<file path="src/hw/bus_pkg.sv">
// cpu bus map is fixed; only full 32-bit address matches are decoded, byte enables are not used
`default_nettype none

package bus_pkg;

    localparam int BUS_W   = 32;
    localparam int COUNT_W = 6;

    localparam logic [BUS_W-1:0] ADDR_PATH_WORD = 32'h0200_0008;
    localparam logic [BUS_W-1:0] ADDR_START     = 32'h0200_000c;
    localparam logic [BUS_W-1:0] START_CODE     = 32'h0000_0001;

    // what one sampled bus write means to the sampler
    typedef enum logic [1:0] {
        CMD_NONE      = 2'd0,
        CMD_PATH_WORD = 2'd1,
        CMD_START     = 2'd2
    } cmd_t;

endpackage

`default_nettype wire

</file>
<file path="src/hw/nav_pkg.sv">
// node numbers are 5 bits; the turn list covers only the junctions of this map, anything else is forward
`default_nettype none

package nav_pkg;

    localparam int NODE_W     = 5;
    localparam int PATH_DEPTH = 16;
    localparam int IDX_W      = 4;
    localparam int TURN_COUNT = 14;

    typedef logic [NODE_W-1:0] node_t;

    typedef enum logic [2:0] {
        HEAD_STOP    = 3'd0,
        HEAD_FORWARD = 3'd1,
        HEAD_LEFT    = 3'd2,
        HEAD_RIGHT   = 3'd3,
        HEAD_REVERSE = 3'd4
    } heading_t;

    typedef struct packed {
        node_t    present;
        node_t    past;
        node_t    future;
        heading_t head;
    } turn_t;

    // present, past, future, manoeuvre
    localparam turn_t TURN_TABLE [TURN_COUNT] = '{
        '{5'd26, 5'd28, 5'd27, HEAD_LEFT},
        '{5'd26, 5'd25, 5'd27, HEAD_RIGHT},
        '{5'd19, 5'd18, 5'd20, HEAD_LEFT},
        '{5'd19, 5'd12, 5'd20, HEAD_RIGHT},
        '{5'd19, 5'd20, 5'd12, HEAD_RIGHT},
        '{5'd16, 5'd18, 5'd17, HEAD_LEFT},
        '{5'd16, 5'd14, 5'd17, HEAD_RIGHT},
        '{5'd14, 5'd16, 5'd15, HEAD_LEFT},
        '{5'd14, 5'd13, 5'd15, HEAD_RIGHT},
        '{5'd12, 5'd8,  5'd13, HEAD_LEFT},
        '{5'd12, 5'd13, 5'd8,  HEAD_RIGHT},
        '{5'd12, 5'd8,  5'd19, HEAD_RIGHT},
        '{5'd4,  5'd6,  5'd5,  HEAD_LEFT},
        '{5'd4,  5'd3,  5'd5,  HEAD_RIGHT}
    };

endpackage

`default_nettype wire

</file>
<file path="src/hw/path_load_if.sv">
// plain strobes only, no handshake; a strobe is consumed in the cycle it is high
`default_nettype none

interface path_load_if;
    logic                      wr_en;   // one-cycle path write
    logic [nav_pkg::IDX_W-1:0] wr_idx;
    nav_pkg::node_t            wr_node;
    logic                      start;   // one-cycle start command

    modport decoder (output wr_en, output wr_idx, output wr_node, output start);
    modport memory  (input wr_en, input wr_idx, input wr_node);
    modport tracker (input start);
endinterface

interface node_window_if;
    nav_pkg::node_t past;
    nav_pkg::node_t present;
    nav_pkg::node_t future;
    logic           step;   // high the cycle after a window shift

    modport tracker (output past, output present, output future, output step);
    modport decoder (input past, input present, input future, input step);
endinterface

`default_nettype wire

</file>
<file path="src/hw/cpu_write_decoder.sv">
// writes beyond sixteen path words are dropped until the next start; the start count wraps
`default_nettype none

module cpu_write_decoder (
    input  wire                         i_node_update,
    input  wire                         i_jreset,
    input  wire                         i_mem_write,
    input  wire  [bus_pkg::BUS_W-1:0]   i_data_adr,
    input  wire  [bus_pkg::BUS_W-1:0]   i_write_data,
    output logic                        o_cpu_done,
    output logic [bus_pkg::COUNT_W-1:0] o_start_count,
    path_load_if.decoder                load
);

    bus_pkg::cmd_t             cmd;
    logic [nav_pkg::IDX_W:0]   wr_ptr;   // one extra bit flags a full path
    logic                      ptr_full;

    always_comb begin
        cmd = bus_pkg::CMD_NONE;
        if (i_mem_write) begin
            if (i_data_adr == bus_pkg::ADDR_PATH_WORD) begin
                cmd = bus_pkg::CMD_PATH_WORD;
            end else if (i_data_adr == bus_pkg::ADDR_START &&
                         i_write_data == bus_pkg::START_CODE) begin
                cmd = bus_pkg::CMD_START;
            end
        end
    end

    assign ptr_full = wr_ptr[nav_pkg::IDX_W];

    assign load.wr_en   = (cmd == bus_pkg::CMD_PATH_WORD) && !ptr_full;
    assign load.wr_idx  = wr_ptr[nav_pkg::IDX_W-1:0];
    assign load.wr_node = i_write_data[nav_pkg::NODE_W-1:0];   // low bits only
    assign load.start   = (cmd == bus_pkg::CMD_START);

    always_ff @(posedge i_node_update or posedge i_jreset) begin
        if (i_jreset) begin
            wr_ptr        <= '0;
            o_cpu_done    <= 1'b0;
            o_start_count <= '0;
        end else if (load.start) begin
            wr_ptr        <= '0;
            o_cpu_done    <= 1'b1;   // sticky
            o_start_count <= o_start_count + 1'b1;
        end else if (load.wr_en) begin
            wr_ptr <= wr_ptr + 1'b1;
        end
    end

endmodule

`default_nettype wire

</file>
<file path="src/hw/path_memory.sv">
// read is combinational, so a word written on one edge is visible from the next cycle on
`default_nettype none

module path_memory (
    input  wire                         i_node_update,
    input  wire                         i_jreset,
    path_load_if.memory                 load,
    input  wire  [nav_pkg::IDX_W-1:0]   i_rd_idx,
    output nav_pkg::node_t              o_rd_node
);

    nav_pkg::node_t path_q [nav_pkg::PATH_DEPTH];

    // entries clear to node 0 so an unloaded path reads back as zeros
    always_ff @(posedge i_node_update or posedge i_jreset) begin
        if (i_jreset) begin
            for (int i = 0; i < nav_pkg::PATH_DEPTH; i++) begin
                path_q[i] <= '0;
            end
        end else if (load.wr_en) begin
            path_q[load.wr_idx] <= load.wr_node;
        end
    end

    assign o_rd_node = path_q[i_rd_idx];

endmodule

`default_nettype wire

</file>
<file path="src/hw/node_tracker.sv">
// start rewinds the read index but keeps the window; start beats a node strobe on the same edge
`default_nettype none

module node_tracker (
    input  wire                         i_node_update,
    input  wire                         i_jreset,
    input  wire                         i_node_reached,
    path_load_if.tracker                load,
    input  wire  nav_pkg::node_t        i_rd_node,
    output logic [nav_pkg::IDX_W-1:0]   o_rd_idx,
    node_window_if.tracker              win
);

    logic do_step;

    assign do_step = i_node_reached && !load.start;

    always_ff @(posedge i_node_update or posedge i_jreset) begin
        if (i_jreset) begin
            o_rd_idx <= nav_pkg::IDX_W'(1);   // entry 0 is already the first future
        end else if (load.start) begin
            o_rd_idx <= nav_pkg::IDX_W'(1);
        end else if (do_step) begin
            o_rd_idx <= o_rd_idx + 1'b1;   // wraps at 16
        end
    end

    always_ff @(posedge i_node_update or posedge i_jreset) begin
        if (i_jreset) begin
            win.past    <= nav_pkg::node_t'(0);
            win.present <= nav_pkg::node_t'(0);
            win.future  <= nav_pkg::node_t'(1);
        end else if (do_step) begin
            win.past    <= win.present;
            win.present <= win.future;
            win.future  <= i_rd_node;
        end
    end

    // tells the decoder the window just moved
    always_ff @(posedge i_node_update or posedge i_jreset) begin
        if (i_jreset) begin
            win.step <= 1'b0;
        end else begin
            win.step <= do_step;
        end
    end

endmodule

`default_nettype wire

</file>
<file path="src/hw/turn_decoder.sv">
// headings update only on the step pulse, two edges after the node strobe; unlisted windows give forward
`default_nettype none

module turn_decoder (
    input  wire                 i_node_update,
    input  wire                 i_jreset,
    node_window_if.decoder      win,
    output nav_pkg::heading_t   o_heading,
    output nav_pkg::heading_t   o_prev_heading
);

    nav_pkg::heading_t decoded;

    always_comb begin
        decoded = nav_pkg::HEAD_FORWARD;
        if (win.past == win.future) begin
            decoded = nav_pkg::HEAD_REVERSE;   // dead end, turn back
        end else begin
            for (int i = 0; i < nav_pkg::TURN_COUNT; i++) begin
                if (win.present == nav_pkg::TURN_TABLE[i].present &&
                    win.past    == nav_pkg::TURN_TABLE[i].past &&
                    win.future  == nav_pkg::TURN_TABLE[i].future) begin
                    decoded = nav_pkg::TURN_TABLE[i].head;
                end
            end
        end
    end

    always_ff @(posedge i_node_update or posedge i_jreset) begin
        if (i_jreset) begin
            o_heading      <= nav_pkg::HEAD_STOP;
            o_prev_heading <= nav_pkg::HEAD_STOP;
        end else if (win.step) begin
            o_prev_heading <= o_heading;
            o_heading      <= decoded;
        end
    end

endmodule

`default_nettype wire

</file>
<file path="src/hw/path_sampler.sv">
// single clock node_update; node arrival is a one-cycle strobe, at most one step per cycle
`default_nettype none

module path_sampler (
    input  wire                         node_update,
    input  wire                         jreset,
    input  wire                         i_mem_write,
    input  wire  [bus_pkg::BUS_W-1:0]   i_data_adr,
    input  wire  [bus_pkg::BUS_W-1:0]   i_write_data,
    input  wire                         i_node_reached,
    output logic                        o_cpu_done,
    output logic [bus_pkg::COUNT_W-1:0] o_start_count,
    output nav_pkg::node_t              o_past_node,
    output nav_pkg::node_t              o_present_node,
    output nav_pkg::node_t              o_future_node,
    output logic                        o_forward_en,
    output logic                        o_left_en,
    output logic                        o_right_en,
    output logic                        o_reverse_en,
    output logic                        o_prev_forward_en,
    output logic                        o_prev_left_en,
    output logic                        o_prev_right_en,
    output logic                        o_prev_reverse_en
);

    path_load_if   load ();
    node_window_if win ();

    logic [nav_pkg::IDX_W-1:0] rd_idx;
    nav_pkg::node_t            rd_node;
    nav_pkg::heading_t         heading;
    nav_pkg::heading_t         prev_heading;

    cpu_write_decoder cpu_write_decoder_inst (
        .i_node_update (node_update),
        .i_jreset      (jreset),
        .i_mem_write   (i_mem_write),
        .i_data_adr    (i_data_adr),
        .i_write_data  (i_write_data),
        .o_cpu_done    (o_cpu_done),
        .o_start_count (o_start_count),
        .load          (load)
    );

    path_memory path_memory_inst (
        .i_node_update (node_update),
        .i_jreset      (jreset),
        .load          (load),
        .i_rd_idx      (rd_idx),
        .o_rd_node     (rd_node)
    );

    node_tracker node_tracker_inst (
        .i_node_update  (node_update),
        .i_jreset       (jreset),
        .i_node_reached (i_node_reached),
        .load           (load),
        .i_rd_node      (rd_node),
        .o_rd_idx       (rd_idx),
        .win            (win)
    );

    turn_decoder turn_decoder_inst (
        .i_node_update  (node_update),
        .i_jreset       (jreset),
        .win            (win),
        .o_heading      (heading),
        .o_prev_heading (prev_heading)
    );

    assign o_past_node    = win.past;
    assign o_present_node = win.present;
    assign o_future_node  = win.future;

    // one-hot enables, all low while stopped
    assign o_forward_en      = (heading == nav_pkg::HEAD_FORWARD);
    assign o_left_en         = (heading == nav_pkg::HEAD_LEFT);
    assign o_right_en        = (heading == nav_pkg::HEAD_RIGHT);
    assign o_reverse_en      = (heading == nav_pkg::HEAD_REVERSE);
    assign o_prev_forward_en = (prev_heading == nav_pkg::HEAD_FORWARD);
    assign o_prev_left_en    = (prev_heading == nav_pkg::HEAD_LEFT);
    assign o_prev_right_en   = (prev_heading == nav_pkg::HEAD_RIGHT);
    assign o_prev_reverse_en = (prev_heading == nav_pkg::HEAD_REVERSE);

endmodule

`default_nettype wire

</file>
<file path="config.mk">
export PLATFORM = sky130hd
export DESIGN_NAME = path_sampler
export DESIGN_NICKNAME = d
export VERILOG_FILES = /design/src/hw/bus_pkg.sv /design/src/hw/nav_pkg.sv /design/src/hw/path_load_if.sv /design/src/hw/cpu_write_decoder.sv /design/src/hw/path_memory.sv /design/src/hw/node_tracker.sv /design/src/hw/turn_decoder.sv /design/src/hw/path_sampler.sv
export SDC_FILE = /design/constraint.sdc
export NUM_CORES = 1
export LEC_CHECK = 0
export ABC_AREA = 1
export BUFFER_PORTS_ARGS = -buffer_cell sky130_fd_sc_hd__buf_4
export CAP_MARGIN = 10
export CORE_MARGIN = 2
export CORE_UTILIZATION = 52
export CTS_BUF_LIST = sky130_fd_sc_hd__clkbuf_8 sky130_fd_sc_hd__clkbuf_16
export CTS_CLUSTER_DIAMETER = 40
export DETAILED_ROUTE_END_ITERATION = 10
export GPL_TIMING_DRIVEN = 1
export PLACE_DENSITY = 0.88
export RECOVER_POWER = 25
export SLEW_MARGIN = 20
export SYNTH_ARGS = -nofsm -noshare
export SYNTH_HDL_FRONTEND = slang
export SYNTH_SLANG_ARGS = --single-unit
</file>
<file path="constraint.sdc">
create_clock -name node_update -period 3.4 [get_ports node_update]
set_clock_uncertainty 0.15 [all_clocks]
set_input_delay 0.34 -clock node_update [delete_from_list [all_inputs] [get_ports node_update]]
set_output_delay 0.34 -clock node_update [all_outputs]
set_load 0.02 [all_outputs]
</file>
After elaboration in Yosys (flattened, before gate mapping). Cells that the tools add are included.

Bits in registers: 118. Bits of input ports: 68. Output and inout bits: 30.

Add/subtract/negate cells: 3. Magnitude comparators: 3. Equal/unequal tests: 40. Mux-type cells: 28. Bitwise logic cells: 2. Reduce and logical (&&, ||, !) cells: 35.

Operator list (number): bitwise mux 80 bit (1); == test 32 x 26 -> 1 bit (second input constant) (2); == test 5 bit (second input constant) (12); == test 5 x 4 -> 1 bit (second input constant) (10); 2-to-1 mux 2 bit (17); == test 32 x 1 -> 1 bit (second input constant) (1); logical AND 1 bit (31); 2-to-1 mux 5 bit (5); binary-select mux 5 bit (select 4 bit) (1); demux 5 bit (select 4 bit) (1); == test 5 x 3 -> 1 bit (second input constant) (3); == test 3 x 2 -> 1 bit (second input constant) (4); greater-or-equal comparator 5 bit (second input constant) (2); NOT 4 -> 5 bit (2); 2-to-1 mux 4 bit (2); adder 6 x 1 -> 6 bit (second input constant) (1); == test 3 x 1 -> 1 bit (second input constant) (2); == test 3 bit (second input constant) (2); adder 5 x 1 -> 5 bit (second input constant) (1); == test 5 x 2 -> 1 bit (second input constant) (1); == test 5 bit (1); < comparator 5 x 1 -> 1 bit (second input constant) (1); adder 4 x 1 -> 4 bit (second input constant) (1); nonzero test 2 bit (2); 4 further kinds (5).

Longest topological paths before layout.
Depth after elaboration: 18. Depth in mapped cells: 12.

Hierarchy. A second synthesis with hierarchy kept.

Cells, all modules: 1002. Area, all modules: 6994.2 µm².

Modules (own cells, without submodules): path_memory (times used 1, cells an instance 528, area an instance 3993.8 µm², seq. area each 2001.9 µm²); cpu_write_decoder (times used 1, cells an instance 215, area an instance 1243.7 µm², seq. area each 300.3 µm²); turn_decoder (times used 1, cells an instance 155, area an instance 859.6 µm², seq. area each 150.1 µm²); node_tracker (times used 1, cells an instance 84, area an instance 822.0 µm², seq. area each 503.0 µm²); path_sampler (times used 1, cells an instance 20, area an instance 75.1 µm², seq. area each 0.0 µm²).

Worst setup path after synthesis. Ideal clock, no wire load.

Path type: flip-flop to flip-flop. Start point: register node_tracker_inst.o_rd_idx[0] (netlist name). End point: register node_tracker_inst.win.future[2]. Library setup time: 0.117 ns. Data arrival time: 1.382 ns. Data required time: 3.133 ns. Path slack: 1.751 ns. Cell stages (with the launch flop): 12. Clock period less this slack: 1.649 ns. Cell sequence: dfstp_2 buf_2 inv_1 clkbuf_1 o21ai_0 o21ai_0 nand2_1 nand2_1 nand2_1 nand2_1 nand2_1 nand2_1.

Cells in the longest elaborated chain, start to end: 4.

RTL lines: start: declaration (line node_tracker.sv:10) `output logic [nav_pkg::IDX_W-1:0] o_rd_idx,`; start signal: assignment (line node_tracker.sv:20) `o_rd_idx <= nav_pkg::IDX_W'(1);`; start signal: assignment (line node_tracker.sv:22) `o_rd_idx <= nav_pkg::IDX_W'(1);`; start signal: assignment (line node_tracker.sv:24) `o_rd_idx <= o_rd_idx + 1'b1;`; NOT 4 -> 5 bit (implied by the code) (line path_memory.sv:25) `assign o_rd_node = path_q[i_rd_idx];`; binary-select mux 5 bit (select 4 bit) (line path_memory.sv:25); 2-to-1 mux 5 bit (implied by the code) (2 in series) (line path_memory.sv:25); end signal: assignment (line node_tracker.sv:32) `win.future <= nav_pkg::node_t'(1);`; end signal: assignment (line node_tracker.sv:36) `win.future <= i_rd_node;`; end: declaration (line path_load_if.sv:21) `modport tracker (output past, output present, output future, output step);`.

No other way between the ends. The select of a mux whose other input is x is not followed. A chain may end at the register's enable or synchronous reset.

Worst setup path after layout.
Start point: input i_write_data[2] (netlist name). End point: register node_tracker_inst.win.future[1].

Cells in the longest elaborated chain, start to end: 8.

RTL lines: start: declaration (line path_sampler.sv:9) `input wire [bus_pkg::BUS_W-1:0] i_write_data,`; == test 32 x 1 -> 1 bit (line cpu_write_decoder.sv:25) `i_write_data == bus_pkg::START_CODE) begin`; logical AND 1 bit (line cpu_write_decoder.sv:24) `end else if (i_data_adr == bus_pkg::ADDR_START &&`; 2-to-1 mux 2 bit (line cpu_write_decoder.sv:24); 2-to-1 mux 2 bit (line cpu_write_decoder.sv:22) `if (i_data_adr == bus_pkg::ADDR_PATH_WORD) begin`; 2-to-1 mux 2 bit (line cpu_write_decoder.sv:21) `if (i_mem_write) begin`; == test 2 bit (line cpu_write_decoder.sv:36) `assign load.start = (cmd == bus_pkg::CMD_START);`; logical NOT 1 bit (line node_tracker.sv:16) `assign do_step = i_node_reached && !load.start;`; logical AND 1 bit (line node_tracker.sv:16); via node_tracker_inst.do_step (line node_tracker.sv:14) `logic do_step;`.

The timed path passes the listed nets, and every way through them passes these cells.

==> results.yml <==
floorplan:
  floorplan.die_area_sq_um: 13520
  dieWidth_um: 116.3
  num_rows: 41
  pin_count: 98
  initial_utilization: 0.5260
  coreArea_sq_um: 12470
  die_h_um: 116.3
sta:
  post-route-min-period_ns: 2.253
  timing_hold_violations_final: 0
  layout_worst_path_cycle_share: 0.6627
  timing.hold.ws_ns: 0.04424
  relSlewSlack: -0.2757
  setup_slack_ns: 1.147
  unrepaired_setup_endpoints_after_global_routing: "no"
  achievable-frequency_mhz: 443.8
  slew_violations: 41
  finalSetupViolations: 0
  tns_ns: 0
  slew_at_the_pin_closest_to_its_max_slew_limit_ns: 1.903
cells_and_area:
  area_growth_syn_to_layout_pct: 21.71
  post_route_cells_drive_above_1_share: 0.1453
  fill_cells: 1057
  n_antenna_cell: 0
  num-nets-final: 1066
clock_tree:
  clk_transition_reported_paths_ns: 0.05
  root_buffer: "clkbuf_16"
  cts_resized: 0
  cts_num_sinks: 118
  clock_path_buffers: 2
  clock_tree_from_tritoncts: "yes"
  htree_levels: 4
  tritoncts.num_buffers: 17
  clock_latency_ns: 0.42
hold_path:
  timing.hold.worst.class: "in -> reg"
  min_from: "i_write_data[1]"
  hold_depth: 3
  timing.hold.worst_endpoint: "path_memory_inst.path_q[41]"
placement:
  gpl.final_weighted_congestion: 0.8955
  place.port_buffers: 97
  hpwl_dp_um: 11770
  place_ws_ns: 1.060
drt:
  vias_per_cell: 5.391
  firstDrtPassIters: 6
  route.final.wire_length_um: 17330
  route.antenna.remaining_nets: 0
  route.detailed.wl_per_inst_um: 14.72
  drc_errors: 0
  initialDrtViolationCount: 547
  num_vias: 6345
run_status:
  violations_in_the_final_reports: "max-capacitance violations, max-slew violations"
  outcome: "complete, but fails checks"
worst_setup_path:
  crit_type: "in -> reg"
  rr_endpoint: "node_tracker_inst.win.future[0]"
  reg_to_reg_critical_path_startpoint: "node_tracker_inst.o_rd_idx[0]"
  timing.reg2reg.worst_path_depth: 9
  critical_path.max_fanout: 27
  worst_ep_arrival_time_ns: 2.41
  critical_path.startpoint_type: "input pin"
  worst_setup_path_end_kind: "register"
  cp_data_required_time_ns: 3.56
  r2r_setup_slack_ns: 1.16
synthesis:
  sequential_area_share_after_synthesis: 0.4507
  syn-mean-instance-area_sq_um: 7.294
  post_synthesis_net_count: 973
  netlist.area_leader.share: 0.4427
  synth_top_cell_by_area: "dfrtp_1"
  synthesis.instances: 899
  synth-warning-count: 0
  yosys.cell_types.count: 30
  synth.ff_latch_count: 118
  post_synth_instance_area_sq_um: 6558
  synthTopCellsByArea: "dfrtp_1 44%, nand2_1 14%, nor2_1 7.8%"
run:
  timing.max_cap.violations: 1
grt:
  grt_start_max_net_pins: 58
  number_of_global_route_vias_before_repair: 6088
  all_layer_global_routing_usage: 0.2725
  grt_overflow: 0
  grt_antenna_before_repair: 0
  grt_pass1_wl_um: 28840
power_and_ir_drop:
  max-vdd-ir-drop_mv: 0.5069
  finalPower_uw: 4913
  p_per_area_nw_per_um2: 615.6
  leakage_uw: 0.004113
[synthesized netlist by cell type]
cell,instances
inv_2,7
a21oi_1,4
buf_6,3
nor3_1,10
dfrtp_1,116
and2_2,1
nor3_2,1
xor2_1,3
xnor2_1,8
nand3b_1,3
nand2_1,245
nand3_2,1
nor2_1,137
nand4_1,21
nand3_1,60
nand2_2,1
clkbuf_1,20
inv_1,84
nor2_4,1
o21ai_1,57
buf_2,6
or2_2,2
ha_1,6
nor2_8,3
nor2_2,2
inv_4,1
o21ai_0,79
nand2_4,14
dfstp_2,2
nand3_4,1
[area by class of cell]
type	count	area [sq um]	area share
clock buffers	19	452.9	0.05675
clock inverters	13	203.9	0.02555
inverters	92	349.1	0.04374
multi-input cells	660	3103	0.3888
flip-flops and latches	118	2955	0.3703
well taps	172	215.2	0.02696
repair buffers	103	701.9	0.08794
[routing by layer]
layer / GRT usage / wire length, um / vias up
li1: - / - / 3059
met1: 0.3462 / 7216 / 2975
met2: 0.4651 / 8523 / 274
met3: 0.04930 / 1193 / 37
met4: 0.1056 / 397 / 0
met5: 0 / 0 / -
[registers in the layout (all words and copies together), names as in the netlist]
signal                                count
turn_decoder_inst.o_heading               3
cpu_write_decoder_inst.wr_ptr             5
node_tracker_inst.win.present             5
node_tracker_inst.win.future              5
node_tracker_inst.o_rd_idx                4
node_tracker_inst.win.past                5
turn_decoder_inst.o_prev_heading          3
node_tracker_inst.win.step                1
cpu_write_decoder_inst.o_start_count      6
path_memory_inst.path_q                  80
cpu_write_decoder_inst.o_cpu_done         1
[where the power goes]
part           switching [uW]  total, uW  leakage (uW)  internal, uW
registers                 239       1760       0.00161          1520
logic                     777       1160       0.00218           387
clock network             654       1990      0.000322          1340
[through the flow]
step                utilization  instances  cell area (sq um)
finish                   0.6403       1177               7981
global placement         0.5949       1144               7416
global route             0.6403       1177               7981
floorplan                     -        899               6561
CTS                      0.6484       1177               8083
detailed placement       0.5949       1144               7416
[cell usage in the layout (no fill, tap or decap), drive strengths merged]
master,netlist,routed
inv,92,94
and2,1,1
dfrtp,116,116
xnor2,8,8
nand2,260,260
clkbuf,20,43
nand3b,3,3
nand4,21,21
ha,6,6
bufinv,0,5
a21oi,4,4
nor2,143,143
nor3,11,11
dlygate4sd3,0,1
buf,9,78
xor2,3,3
o21ai,136,136
nand3,62,62
dfstp,2,2
or2,2,2
clkinv,0,3
clkinvlp,0,3
[timing repair]
action,CTS,global route
endpoints found under the hold margin,22,0
setup buffers,0,0
hold buffers,1,0
[cells by family (layout without fill, tap and decap cells)]
group,after synthesis,count (layout),share of synthesized area
AO/OA/AOI/OAI,140,140,0.1068
XOR/XNOR,11,11,0.01469
adder cells (fa/ha/maj),6,6,0.01145
buffers and inverters,121,227,0.07422
flip-flops,118,118,0.4507
AND/OR/NAND/NOR,503,503,0.3421
[critical path: stages]
cell and delay, ns:
clkbuf_1 0.11, inv_1 0.35, nand4_1 0.23, nor2_1 0.14, nand2_1 0.07, nor2_2 0.08
nand3_1 0.38, nand2_4 0.39, inv_1 0.18, nand2_1 0.10, nand2_1 0.05
[worst max path at each step]
| stage | cells after the start | startpoint | endpoint |
|---|---|---|---|
| detailed placement | 11 | i_write_data[2] | node_tracker_inst.win.future[1] |
| floorplan | 1 | jreset | cpu_write_decoder_inst.o_cpu_done |
| global route | 11 | i_write_data[2] | node_tracker_inst.win.future[3] |
| CTS | 9 | node_tracker_inst.o_rd_idx[0] | node_tracker_inst.win.future[4] |
| finish | 11 | i_write_data[2] | node_tracker_inst.win.future[1] |
| global placement | 11 | i_write_data[2] | node_tracker_inst.win.future[1] |
No activity file was read; power rests on OpenSTA's default activity.
